`src/hdl/core_mem_pkg.sv`:
```
/*
 * Core memory slice definitions
 * Bus widths, SPM geometry, reset PC, access size codes and the
 * request and data word types shared by the stages
 */
`default_nettype none

package core_mem_pkg;

    ////////////////////////////////////////////////////////////////////
    // Widths and geometry
    ////////////////////////////////////////////////////////////////////
    localparam int WORD_ADDR_W = 30;            // Word address
    localparam int WORD_DATA_W = 32;            // Data word
    localparam int BYTE_OFS_W  = 2;             // Byte offset inside a word
    localparam int BYTE_W      = 8;
    localparam int HALF_W      = 16;
    localparam int SPM_ADDR_W  = 10;            // Low word address bits into SPM
    localparam int SPM_DEPTH   = 1 << SPM_ADDR_W;

    // First fetch after reset, word address
    localparam logic [WORD_ADDR_W-1:0] RESET_PC = '0;

    // Access size of a memory stage request
    typedef enum logic [1:0] {
        size_byte = 2'b00,
        size_half = 2'b01,
        size_word = 2'b10
    } mem_size_e;

    ////////////////////////////////////////////////////////////////////
    // Memory stage request
    ////////////////////////////////////////////////////////////////////
    typedef struct packed {
        logic                              write;     // Store when set
        mem_size_e                         size;
        logic                              zero_ext;  // Loads only
        logic [WORD_ADDR_W+BYTE_OFS_W-1:0] byte_addr;
        logic [WORD_DATA_W-1:0]            wr_data;   // Right aligned
    } mem_req_t;

    // SPM word, whole or per lane; lane n is byte offset n
    typedef union packed {
        logic [WORD_DATA_W-1:0]                         word;
        logic [WORD_DATA_W/BYTE_W-1:0][BYTE_W-1:0]      bytes;
        logic [WORD_DATA_W/HALF_W-1:0][HALF_W-1:0]      halves;
    } spm_word_u;

endpackage

`default_nettype wire

```
`src/hdl/mem_stage.sv`:
```
/*
 * Memory stage
 * Word access from a request, sub-word store merge on the word read in
 * the same cycle, load lane select with extension and result register
 */
`default_nettype none
`timescale 1ns/100ps

module mem_stage
    import core_mem_pkg::*;
(
    input  wire logic                   clk,
    input  wire logic                   arst_n,
    // Request
    input  wire logic                   req,
    input  wire mem_req_t               op,
    // Bus interface side
    output logic      [WORD_ADDR_W-1:0] addr,
    output logic                        as_n,
    output logic                        rw,
    output logic      [WORD_DATA_W-1:0] wr_data,
    input  wire logic [WORD_DATA_W-1:0] rd_data,
    input  wire logic                   granted,    // From the SPM port strobe
    // Load result
    output logic                        load_valid,
    output logic      [WORD_DATA_W-1:0] load_data
);

    spm_word_u              rd_word;   // Word read this cycle
    spm_word_u              merged;    // Store data after merge
    logic [BYTE_OFS_W-1:0]  ofs;       // Byte offset inside the word
    logic [BYTE_W-1:0]      lane_byte;
    logic [HALF_W-1:0]      lane_half;
    logic [WORD_DATA_W-1:0] load_ext;  // Extended load value
    logic                   load_take;

    assign addr    = op.byte_addr[WORD_ADDR_W+BYTE_OFS_W-1:BYTE_OFS_W];
    assign as_n    = !req;
    assign rw      = op.write;
    assign ofs     = op.byte_addr[BYTE_OFS_W-1:0];
    assign rd_word = rd_data;

    ////////////////////////////////////////////////////////////////////
    // Store merge
    ////////////////////////////////////////////////////////////////////
    always_comb begin
        merged = rd_word;
        case (op.size)
            size_byte: merged.bytes[ofs] = op.wr_data[BYTE_W-1:0];
            size_half: merged.halves[ofs[1]] = op.wr_data[HALF_W-1:0];  // Bit 0 ignored
            default: begin
                merged.word = op.wr_data;   // Whole word replaced
            end
        endcase
    end

    assign wr_data = merged.word;

    ////////////////////////////////////////////////////////////////////
    // Load select and extension
    ////////////////////////////////////////////////////////////////////
    assign lane_byte = rd_word.bytes[ofs];
    assign lane_half = rd_word.halves[ofs[1]];

    always_comb begin
        case (op.size)
            size_byte: begin
                if (op.zero_ext) begin
                    load_ext = {{(WORD_DATA_W-BYTE_W){1'b0}}, lane_byte};
                end else begin
                    load_ext = {{(WORD_DATA_W-BYTE_W){lane_byte[BYTE_W-1]}}, lane_byte};
                end
            end
            size_half: begin
                if (op.zero_ext) begin
                    load_ext = {{(WORD_DATA_W-HALF_W){1'b0}}, lane_half};
                end else begin
                    load_ext = {{(WORD_DATA_W-HALF_W){lane_half[HALF_W-1]}}, lane_half};
                end
            end
            default: load_ext = rd_word.word;   // Word load
        endcase
    end

    // Only loads that reached the SPM produce a result
    assign load_take = req && granted && !op.write;

    always_ff @(posedge clk or negedge arst_n) begin
        if (!arst_n) begin
            load_valid <= 1'b0;
        end else begin
            load_valid <= load_take;
        end
    end

    always_ff @(posedge clk) begin
        if (load_take) begin
            load_data <= load_ext;
        end
    end

endmodule

`default_nettype wire

```
`config.mk`:
```
export PLATFORM = sky130hd
export DESIGN_NAME = mem_stage
export DESIGN_NICKNAME = d
export VERILOG_FILES = /design/src/hdl/core_mem_pkg.sv /design/src/hdl/mem_stage.sv
export SDC_FILE = /design/constraint.sdc
export NUM_CORES = 1
export LEC_CHECK = 0
export BUFFER_PORTS_ARGS = -buffer_cell sky130_fd_sc_hd__clkbuf_2
export CAP_MARGIN = 10
export CELL_PAD_IN_SITES_DETAIL_PLACEMENT = 2
export CELL_PAD_IN_SITES_GLOBAL_PLACEMENT = 2
export CORE_MARGIN = 10
export CORE_UTILIZATION = 22
export CTS_CLUSTER_DIAMETER = 40
export DETAILED_ROUTE_END_ITERATION = 6
export GPL_TIMING_DRIVEN = 0
export PLACE_DENSITY_LB_ADDON = 0.1
export SETUP_SLACK_MARGIN = 0.15
export SYNTH_ARGS = -nofsm -noshare
export SYNTH_HDL_FRONTEND = slang
export SYNTH_SLANG_ARGS = --single-unit
```
`constraint.sdc`:
```
create_clock -name clk -period 1.27 [get_ports clk]
set_input_delay 0 -clock clk [delete_from_list [all_inputs] [get_ports clk]]
set_output_delay 0 -clock clk [all_outputs]
set_load 0.1 [all_outputs]
```
==> results.md <==
- Status: completed
- Worst slew pin tran: around 0.63 ns
- CP max stage delay: approximately 0.33 ns
- Fin nets: 560
- Worst slack, placed: -0.7408 ns
- Mean Syn Cell Area: 10.72 sq um
- Routed WL per cell: roughly 26 um
- Slowest CP cell: mux2_4
- Initial Util: 0.2249
- RePlAce Congestion: 0.7692
- Placed cells: between 500 and 600
- Leading cell types in the layout, fill and taps excluded: clkbuf_2 (132), buf_4 (44), clkbuf_16 (42)
- Grt ovf: 0
- Vias: around 3100
- Power Total: 5.891 mW
- Width of the die: 131.0 um
- Syn Inst Count: 253
- Gr usage total: 0.1800
- Vias in the first global route: 3651
- Crit Path Max Fanout: 5
- TritonCTS clock tree: done
- Final Hold Vio Count: 0
- CTS Buf Count: 5
- N_diodes: 0
- Layout Cells excl Fill: 625
- Max Cap Viol: 0
- Die area: 17170 sq um
- CP Capture Type: primary output
- Drt total wl: 16120 um
- WP data required: 1.27 ns
- F_max: a little under 800 MHz
- Post-route setup slack: 0.003010 ns
- Buf/Inv on CP: 4
- Slew Limit Headroom: 0.5782
- Post-Syn Nets: 357
- # fillers: 1204
- Synth Warn #: 0
- PwrDens: 1063 nW/um^2
- Via density: 4.971
- Cell variety after synth: 37
- Area Growth Syn to Fin: 104.2%
- Commonest non-fill, non-tap cell in the layout: clkbuf_2
- Initial antenna violation count: 0
- Arr. time, crit path: 1.27 ns
- Largest net degree at the start of global routing: 34
- Tmin final: 1.267 ns
- Critical-path cell list: clkbuf_16, nand2b_4, buf_8, a21oi_4, buf_6, mux2_4, clkbuf_16
- I/O Pins: 201
- Hpwl dp: 11530 um
- Final setup viols: 0
- Critical Path Start Type: input port
- Die Ht: 131.0 um
- CTS max path bufs: 2
- Hold Path Class: input port to asynchronous set/reset pin
- DRT antenna net count: 0
- Sequential fraction of the synthesis area: 0.3635
- Initial drt markers: 148
- Layout cell share with drive strength beyond 1: 0.7265
- Worst path top cell family by delay: buffers and inverters
- First-pass GRT wire length: 23360 um
- Pre-Repair DR Iteration Count: 4
- Tcrit/Tclk final: 0.9976
- Crit Path Category: input port to primary output
- VDD IR max: 0.0005888 V
- P_leak: ~2.5 nW
- Root Buffer: clkbuf_16
- CTS clk-pin slew, worst paths: around 0.060 ns
- Synthesized area: 2713 sq um
- DRC: 0
- CTS sink count: 33
- Core area: 12060 sq um
- Max Slew Vio Count: 0
- Most used cell, CP: clkbuf_16
- RSZ-0062 raised after global routing: yes
- H-tree depth: 2
- Port bufs: 169
- Flops & latches, synth: 33
- Row cnt: 40
[cells in the mapped netlist, drive strengths merged]
cell type | number | share of area
o21a | 8 | 0.022
and4b | 7 | 0.026
clkbuf | 9 | 0.013
or2 | 2 | 0.0046
o221ai | 1 | 0.0032
nor4 | 1 | 0.0023
nand4b | 1 | 0.0032
nor3b | 8 | 0.022
inv | 4 | 0.0055
nand2 | 12 | 0.018
nor4b | 1 | 0.0055
nor3 | 7 | 0.013
nor2 | 3 | 0.0042
and2 | 10 | 0.023
mux2i | 7 | 0.026
a21oi | 3 | 0.011
buf | 47 | 0.13
a32o | 1 | 0.0042
nand2b | 1 | 0.0023
edfxtp | 32 | 0.35
a221o | 46 | 0.17
a21o | 3 | 0.0083
and3b | 1 | 0.0032
o311ai | 9 | 0.029
dfrtp | 1 | 0.0092
a22oi | 1 | 0.0028
mux2 | 11 | 0.047
nor2b | 16 | 0.037
[stage by stage]
step	TNS, ns	area, sq um	utilization	hold WS (ns)
after floorplan	-0.1343	3025	-	-0.2956
after global placement	-24.46	4081	0.3384	-0.2248
after detailed placement	-26.80	4081	0.3384	-0.2225
after CTS	0	5379	0.4460	0.02888
after global routing	-0.1174	5539	0.4592	0.03614
final	0	5539	0.4592	0.02783
[what timing repair did]
item / in CTS / in global routing
pin swaps: 11 / 7
endpoints found under the hold margin: 1 / 0
resized for setup: 165 / 23
cloned: 2 / 2
setup endpoints to repair: 61 / 95
hold buffers: 1 / 0
setup buffers: 18 / 4
[layout make-up]
class                      count  area, sq um  area share
inverter                       4        18.77    0.003388
buffer                        56        578.1      0.1044
sequential                    33        985.9      0.1780
tap                          168        210.2     0.03795
clock inverter                 2        10.01    0.001807
multi-input combinational    161         1739      0.3140
clock buffer                   6        128.9     0.02327
timing repair buffer         195         1868      0.3372
[where the power goes]
group	total [mW]	internal (mW)	switching, mW
sequential	1.29	1.27	0.0151
clock	1.20	0.721	0.477
combinational	3.41	1.18	2.22
total	5.89	3.17	2.72
[sequential cells by signal, indices dropped and copies added, names as in the netlist]
name / cells
load_data: 32
load_valid: 1
[path summary, 6_finish.rpt]
kind / from / depth (start not counted) / slack, ns / end
min: arst_n / 2 / 0.03 / load_valid
max in group asynchronous: arst_n / 2 / 1.16 / load_valid
max: op[65] / 7 / 0.003 / wr_data[4]
min in group clk: rd_data[20] / 2 / 0.05 / load_data[20]
[cells by family (layout without fill, tap and decap cells)]
group	after synthesis	count (layout)	share of synthesized area
AOI/OAI and AO/OA	72	72	0.2523
and+or+nand+nor	70	71	0.1638
buffers and inverters	60	263	0.1476
DFF	33	33	0.3635
muxes	18	18	0.07288
[per-layer routing]
layer,vias up,routed length [um],track usage
met4,0,187,0.03401
met2,154,8036,0.3187
met3,11,1567,0.06406
met1,1554,6333,0.2046
li1,1388,-,-
met5,-,0,0
Note: power is estimated with default switching activity, not from simulation.
