### src/hdl/core_mem_pkg.sv
/*
 * Core memory slice definitions
 * Bus widths, SPM geometry, reset PC, access size codes and the
 * request and data word types shared by the stages
 */
`default_nettype none

package core_mem_pkg;

    ////////////////////////////////////////////////////////////////////
    // Widths and geometry
    ////////////////////////////////////////////////////////////////////
    localparam int WORD_ADDR_W = 30;            // Word address
    localparam int WORD_DATA_W = 32;            // Data word
    localparam int BYTE_OFS_W  = 2;             // Byte offset inside a word
    localparam int BYTE_W      = 8;
    localparam int HALF_W      = 16;
    localparam int SPM_ADDR_W  = 10;            // Low word address bits into SPM
    localparam int SPM_DEPTH   = 1 << SPM_ADDR_W;

    // First fetch after reset, word address
    localparam logic [WORD_ADDR_W-1:0] RESET_PC = '0;

    // Access size of a memory stage request
    typedef enum logic [1:0] {
        size_byte = 2'b00,
        size_half = 2'b01,
        size_word = 2'b10
    } mem_size_e;

    ////////////////////////////////////////////////////////////////////
    // Memory stage request
    ////////////////////////////////////////////////////////////////////
    typedef struct packed {
        logic                              write;     // Store when set
        mem_size_e                         size;
        logic                              zero_ext;  // Loads only
        logic [WORD_ADDR_W+BYTE_OFS_W-1:0] byte_addr;
        logic [WORD_DATA_W-1:0]            wr_data;   // Right aligned
    } mem_req_t;

    // SPM word, whole or per lane; lane n is byte offset n
    typedef union packed {
        logic [WORD_DATA_W-1:0]                         word;
        logic [WORD_DATA_W/BYTE_W-1:0][BYTE_W-1:0]      bytes;
        logic [WORD_DATA_W/HALF_W-1:0][HALF_W-1:0]      halves;
    } spm_word_u;

endpackage

`default_nettype wire

### src/hdl/bus_if.sv
/*
 * Bus interface
 * Lets one pipeline access onto an SPM port unless stalled or flushed,
 * read data is zero for any access that did not go through
 */
`default_nettype none
`timescale 1ns/100ps

module bus_if
    import core_mem_pkg::*;
(
    // Pipeline control
    input  wire logic                   stall,
    input  wire logic                   flush,
    // Stage side
    input  wire logic [WORD_ADDR_W-1:0] addr,
    input  wire logic                   as_n,        // Address strobe, active low
    input  wire logic                   rw,          // Set for write
    input  wire logic [WORD_DATA_W-1:0] wr_data,
    output logic      [WORD_DATA_W-1:0] rd_data,
    // SPM side
    input  wire logic [WORD_DATA_W-1:0] spm_rd_data,
    output logic      [WORD_ADDR_W-1:0] spm_addr,
    output logic                        spm_as_n,
    output logic                        spm_rw,
    output logic      [WORD_DATA_W-1:0] spm_wr_data
);

    logic go;   // Access reaches the SPM this cycle

    // Address, direction and data pass straight through
    assign spm_addr    = addr;
    assign spm_rw      = rw;
    assign spm_wr_data = wr_data;

    assign go = !as_n && !stall && !flush;

    always_comb begin
        if (go) begin
            spm_as_n = 1'b0;
            rd_data  = spm_rd_data;   // Also feeds the sub-word store merge
        end else begin
            spm_as_n = 1'b1;
            rd_data  = '0;
        end
    end

endmodule

`default_nettype wire

### config.mk
export PLATFORM = sky130hd
export DESIGN_NAME = bus_if
export DESIGN_NICKNAME = d
export VERILOG_FILES = /design/src/hdl/core_mem_pkg.sv /design/src/hdl/bus_if.sv
export SDC_FILE = /design/constraint.sdc
export NUM_CORES = 1
export LEC_CHECK = 0
export ABC_CLOCK_PERIOD_IN_PS = 950
export BUFFER_PORTS_ARGS = -buffer_cell sky130_fd_sc_hd__buf_2
export CORE_AREA = 2 2 75 77
export DETAILED_ROUTE_END_ITERATION = 8
export DIE_AREA = 0 0 77 79
export PLACE_DENSITY_LB_ADDON = 0.12
export SYNTH_ARGS = -nofsm -noshare
export SYNTH_HDL_FRONTEND = slang
export SYNTH_SLANG_ARGS = --single-unit
export TNS_END_PERCENT = 30
### constraint.sdc
create_clock -name vclk -period 0.95
set_input_delay 0.2375 -clock vclk [all_inputs]
set_output_delay 0.2375 -clock vclk [all_outputs]
set_load 0.01 [all_outputs]
==> results.toml, run 1 <==
[setup_path]
cpMaxStageDelayCell = "nor4b_4"
crit_family = "buffers and inverters"
max_stage_delay_ns = 0.27
crit_type = "input pin to output pin"
crit_top_cell = "buf_12"
path_buf_inv = 3
cp-end-kind = "output pin"
worstSetupStartpointType = "input pin"
cp.arrival_ns = 0.96
path_cells = "buf_12 > buf_12 > nor4b_4 > buf_2"
cp_max_fo = 6
required_ns = 0.71

[timing]
period_minus_slack_ns = 1.19
setup_slack_ns = -0.243
finalCritPeriodShare_pct = 126
relSlewSlack_pct = 86.5
max_freq_ghz = 0.838
hold_viol = 0
setup_viol = 33
slew_viol_final = 0
tightest_slew_ns = 0.202
grt_setup_unrepaired = "yes"

[drt]
viasPerCell = 4.20
wire_per_inst_um = 18.5
drt-total-wl_um = 3510
ant_nets = 0
drt_first_iter_violations = 5
dr.pass1.iters = 4
vias = 798
drc = 0

[power]
p_leak_uw = 0.000730
total_power_uw = 604
p_per_area_mw_per_mm2 = 386
max-vdd-ir-drop_v = 0.000197

[place]
place_area_mm2 = 0.00133
io_buffers = 68
dpl.hpwl_um = 2730
dp_cells = 184
gp_congestion = 0.611

[floorplan]
initial_core_util_pct = 20.8
die_area_mm2 = 0.00608
ios = 194
fp.dieW_um = 77
num_rows = 27
core_region_area_mm2 = 0.00534
die_y_um = 79

[cells_and_area]
num-fill-cells = 584
finalNonFillerCells = 190
final_net_count = 218
layout_common_cells = "65 x buf_2, 32 x nor4b_4, 8 x buf_12"
stdcell_area_mm2 = 0.00156
seq_area_um2 = 0
multi_input_area_um2 = 767
clkbuf_count = 0
area_delta_synth_final_pct = 40.9
diodes = 0
seq_cells = 0
drive_above_1_share_pct = 99.2
layout_commonest_cell = "buf_2"

[global_route]
first_global_vias = 814
grtUsageTotal_pct = 10.5
grt_antenna_before_repair = 0
grt_overflow = 0
grt_max_degree = 16
grt_first_pass_wirelength_um = 5000

[logic_synthesis]
synth_top_area_share_pct = 44.6
yosys-top-cells-area = "buf_4 45%, nor4b_2 37%, nor4b_4 6.4%"
synth.distinct_cells = 9
synthCells = 108
netlist_area_mm2 = 0.00111
synth_area_leader_cell = "buf_4"
yosys_warnings = 0
avgSynthCellArea_um2 = 10.3
syn_nets = 206
yosysSeqAreaShare_pct = 0

[cts]
cts_hold_buf = 0
post_cts_buffers = 0

[hold_path]
min_path_cells = 0
worstHoldStart = "addr[16]"
worstHoldPathType = "input pin to output pin"
hold_path_end = "spm_addr[16]"

[job]
maxCapViolCount = 0

[run_status]
status = "finished, violations left"
violations = "negative setup slack"
==> cell usage after synthesis <==
library cell and number:
buf_4 66, nor4b_2 27, buf_6 4, buf_12 3, nor4b_4 3, nor4b_1 2, buf_2 1, clkbuf_1 1
or3_1 1
==> through the flow <==
stage                     util (%)  setup slack, ns  hold slack [ns]  TNS, ns
after floorplan                  -           -0.127            0.567    -3.53
after global placement        24.9           -0.297            0.475    -9.13
after detailed placement      24.9           -0.308            0.475    -9.24
after CTS                     29.0           -0.242            0.475    -7.60
after global routing          29.3           -0.288            0.475    -8.24
final                         29.3           -0.243            0.475    -7.15
==> routing by layer <==
| layer | part of all wire [%] | GRT usage (%) | vias up |
|---|---|---|---|
| met3 | 15 | 6.02 | 14 |
| met5 | 0 | 0 | - |
| li1 | - | - | 341 |
| met2 | 51 | 18.2 | 89 |
| met1 | 30 | 10.8 | 354 |
| met4 | 3.1 | 3.04 | 0 |
==> power by group <==
| group | switching [uW] | internal [uW] |
|---|---|---|
| sequential | 0 | 0 |
| clock | 0 | 0 |
| combinational | 265 | 338 |
==> repair_timing <==
action	CTS	global route
gates cloned	6	0
endpoints found under the setup margin	33	33
pin swaps	21	7
resized for setup	18	3
hold endpoints to repair	0	0
==> worst max path at each step <==
stage / start / endpoint / depth (start not counted)
after global routing: stall / rd_data[26] / 4
after CTS: as_n / rd_data[27] / 4
after global placement: stall / rd_data[26] / 4
after detailed placement: stall / rd_data[27] / 4
final: as_n / rd_data[27] / 4
after floorplan: flush / rd_data[10] / 3
==> cell type report <==
cell class | count | area share (%)
multi-input combinational | 33 | 49.0
tap | 72 | 5.76
timing repair buffer | 85 | 45.2
==> kinds of logic (layout without fill, tap and decap cells) <==
kind of cell | Yosys count | count (layout) | share of synthesized area [%]
AND/OR/NAND/NOR | 33 | 33 | 45.1
buffers and inverters | 75 | 85 | 54.9
(Power assumes the default switching activity.)
==> run 2: changes to the inputs <==
--- a/config.mk
+++ b/config.mk
@@ -5,7 +5,7 @@
 export SDC_FILE = /design/constraint.sdc
 export NUM_CORES = 1
 export LEC_CHECK = 0
-export ABC_CLOCK_PERIOD_IN_PS = 950
+export ABC_CLOCK_PERIOD_IN_PS = 1500
 export BUFFER_PORTS_ARGS = -buffer_cell sky130_fd_sc_hd__buf_2
 export CORE_AREA = 2 2 75 77
 export DETAILED_ROUTE_END_ITERATION = 8
==> constraint.sdc (replaced) <==
create_clock -name vclk -period 1.5
set_input_delay 0.375 -clock vclk [all_inputs]
set_output_delay 0.375 -clock vclk [all_outputs]
set_load 0.01 [all_outputs]
==> results.toml, run 2 (synthesis results as in run 1) <==
[cells_and_area]
seq_area_um2 = 0
stdcell_area_mm2 = 0.00140
multi_input_area_um2 = 647
final_net_count = 214
drive_above_1_share_pct = 98.2
seq_cells = 0
clkbuf_count = 0
num-fill-cells = 601
postLayoutCoreUtil_pct = 26.3
layout_common_cells = "65 x buf_2, 19 x nor4b_4, 12 x nor4b_2"
layout_commonest_cell = "buf_2"
area_delta_synth_final_pct = 26.5
diodes = 0

[timing]
setup_viol = 0
tightest_slew_ns = 0.215
hold_viol = 0
finalCritPeriodShare_pct = 99.0
holdWs_ns = 0.750
tns_ns = 0
period_minus_slack_ns = 1.48
slew_viol_final = 0
relSlewSlack_pct = 85.4
grt_setup_unrepaired = "yes"
max_freq_ghz = 0.673

[drt]
drc = 0
drt_first_iter_violations = 20
vias = 768
drt-total-wl_um = 2970
ant_nets = 0
dr.pass1.iters = 4
viasPerCell = 4.13
wire_per_inst_um = 16.0

[setup_path]
worstSetupStartpointType = "input pin"
cp-end-kind = "output pin"
cpMaxStageDelayCell = "nor4b_2"
crit_type = "input pin to output pin"
path_cells = "buf_12 > clkbuf_16 > nor4b_2 > buf_2"
path_buf_inv = 3
cp_max_fo = 8
crit_family = "buffers and inverters"
max_stage_delay_ns = 0.28
cp.arrival_ns = 1.11
required_ns = 1.12

[floorplan]
num_rows = 27
fp.dieW_um = 77
core_region_area_mm2 = 0.00534
ios = 194
die_area_mm2 = 0.00608
die_y_um = 79
initial_core_util_pct = 20.8

[global_route]
first_global_vias = 737
grt_overflow = 0
grt_max_degree = 22
grt_antenna_before_repair = 0
grtUsageTotal_pct = 6.96
grt_first_pass_wirelength_um = 3640

[power]
p_per_area_mw_per_mm2 = 236
p_leak_uw = 0.000640
max-vdd-ir-drop_v = 0.000123
total_power_uw = 331

[place]
io_buffers = 68
gp_congestion = 0.636
place_area_mm2 = 0.00104
dpl.hpwl_um = 2000

[hold_path]
worstHoldStart = "addr[12]"
worstHoldPathType = "input pin to output pin"
min_path_cells = 0
hold_path_end = "spm_addr[12]"

[run_status]
status = "complete, no violations"

[job]
maxCapViolCount = 0
[run 2: power breakdown]
group	leakage, uW	internal [uW]	switching [uW]
clock	0	0	0
sequential	0	0	0
combinational	0.000640	186	145
total	0.000640	186	145
[run 2: metrics by stage]
| step | worst slack (ns) | instances |
|---|---|---|
| after global routing | -0.0202 | 186 |
| final | 0.0150 | 186 |
| after CTS | -0.0269 | 179 |
| after detailed placement | -0.0890 | 179 |
| after floorplan | 0.115 | 108 |
| after global placement | -0.0481 | 179 |
[run 2: worst max-delay path by stage]
stage	from	to	slack [ns]	cells after the start
2_1_floorplan	as_n	rd_data[10]	0.12	3
3_3_place_gp	stall	rd_data[0]	-0.05	4
3_5_place_dp	stall	rd_data[4]	-0.09	4
4_1_cts	stall	rd_data[4]	-0.03	4
5_1_grt	stall	rd_data[10]	-0.02	4
6_report	stall	rd_data[10]	0.02	4
[run 2: area by class of cell]
class,instances,area share (%)
multi-input combinational,33,46.1
tap,72,6.42
timing repair buffer,81,47.5
[run 2: timing repair]
item	CTS	global route
endpoints found under the setup margin	20	29
hold buffers	0	0
gates resized for setup	5	29
buffers inserted	0	0
pin swaps	9	3
gates cloned	0	7
[run 2: layer usage]
layer  vias to the layer above  wire (um)  GRT usage, %
li1                        330          -             -
met1                       341       1040          7.26
met2                        77       1450          12.5
met3                        20        381          2.95
met4                         0         99          2.68
met5                         -          0             0
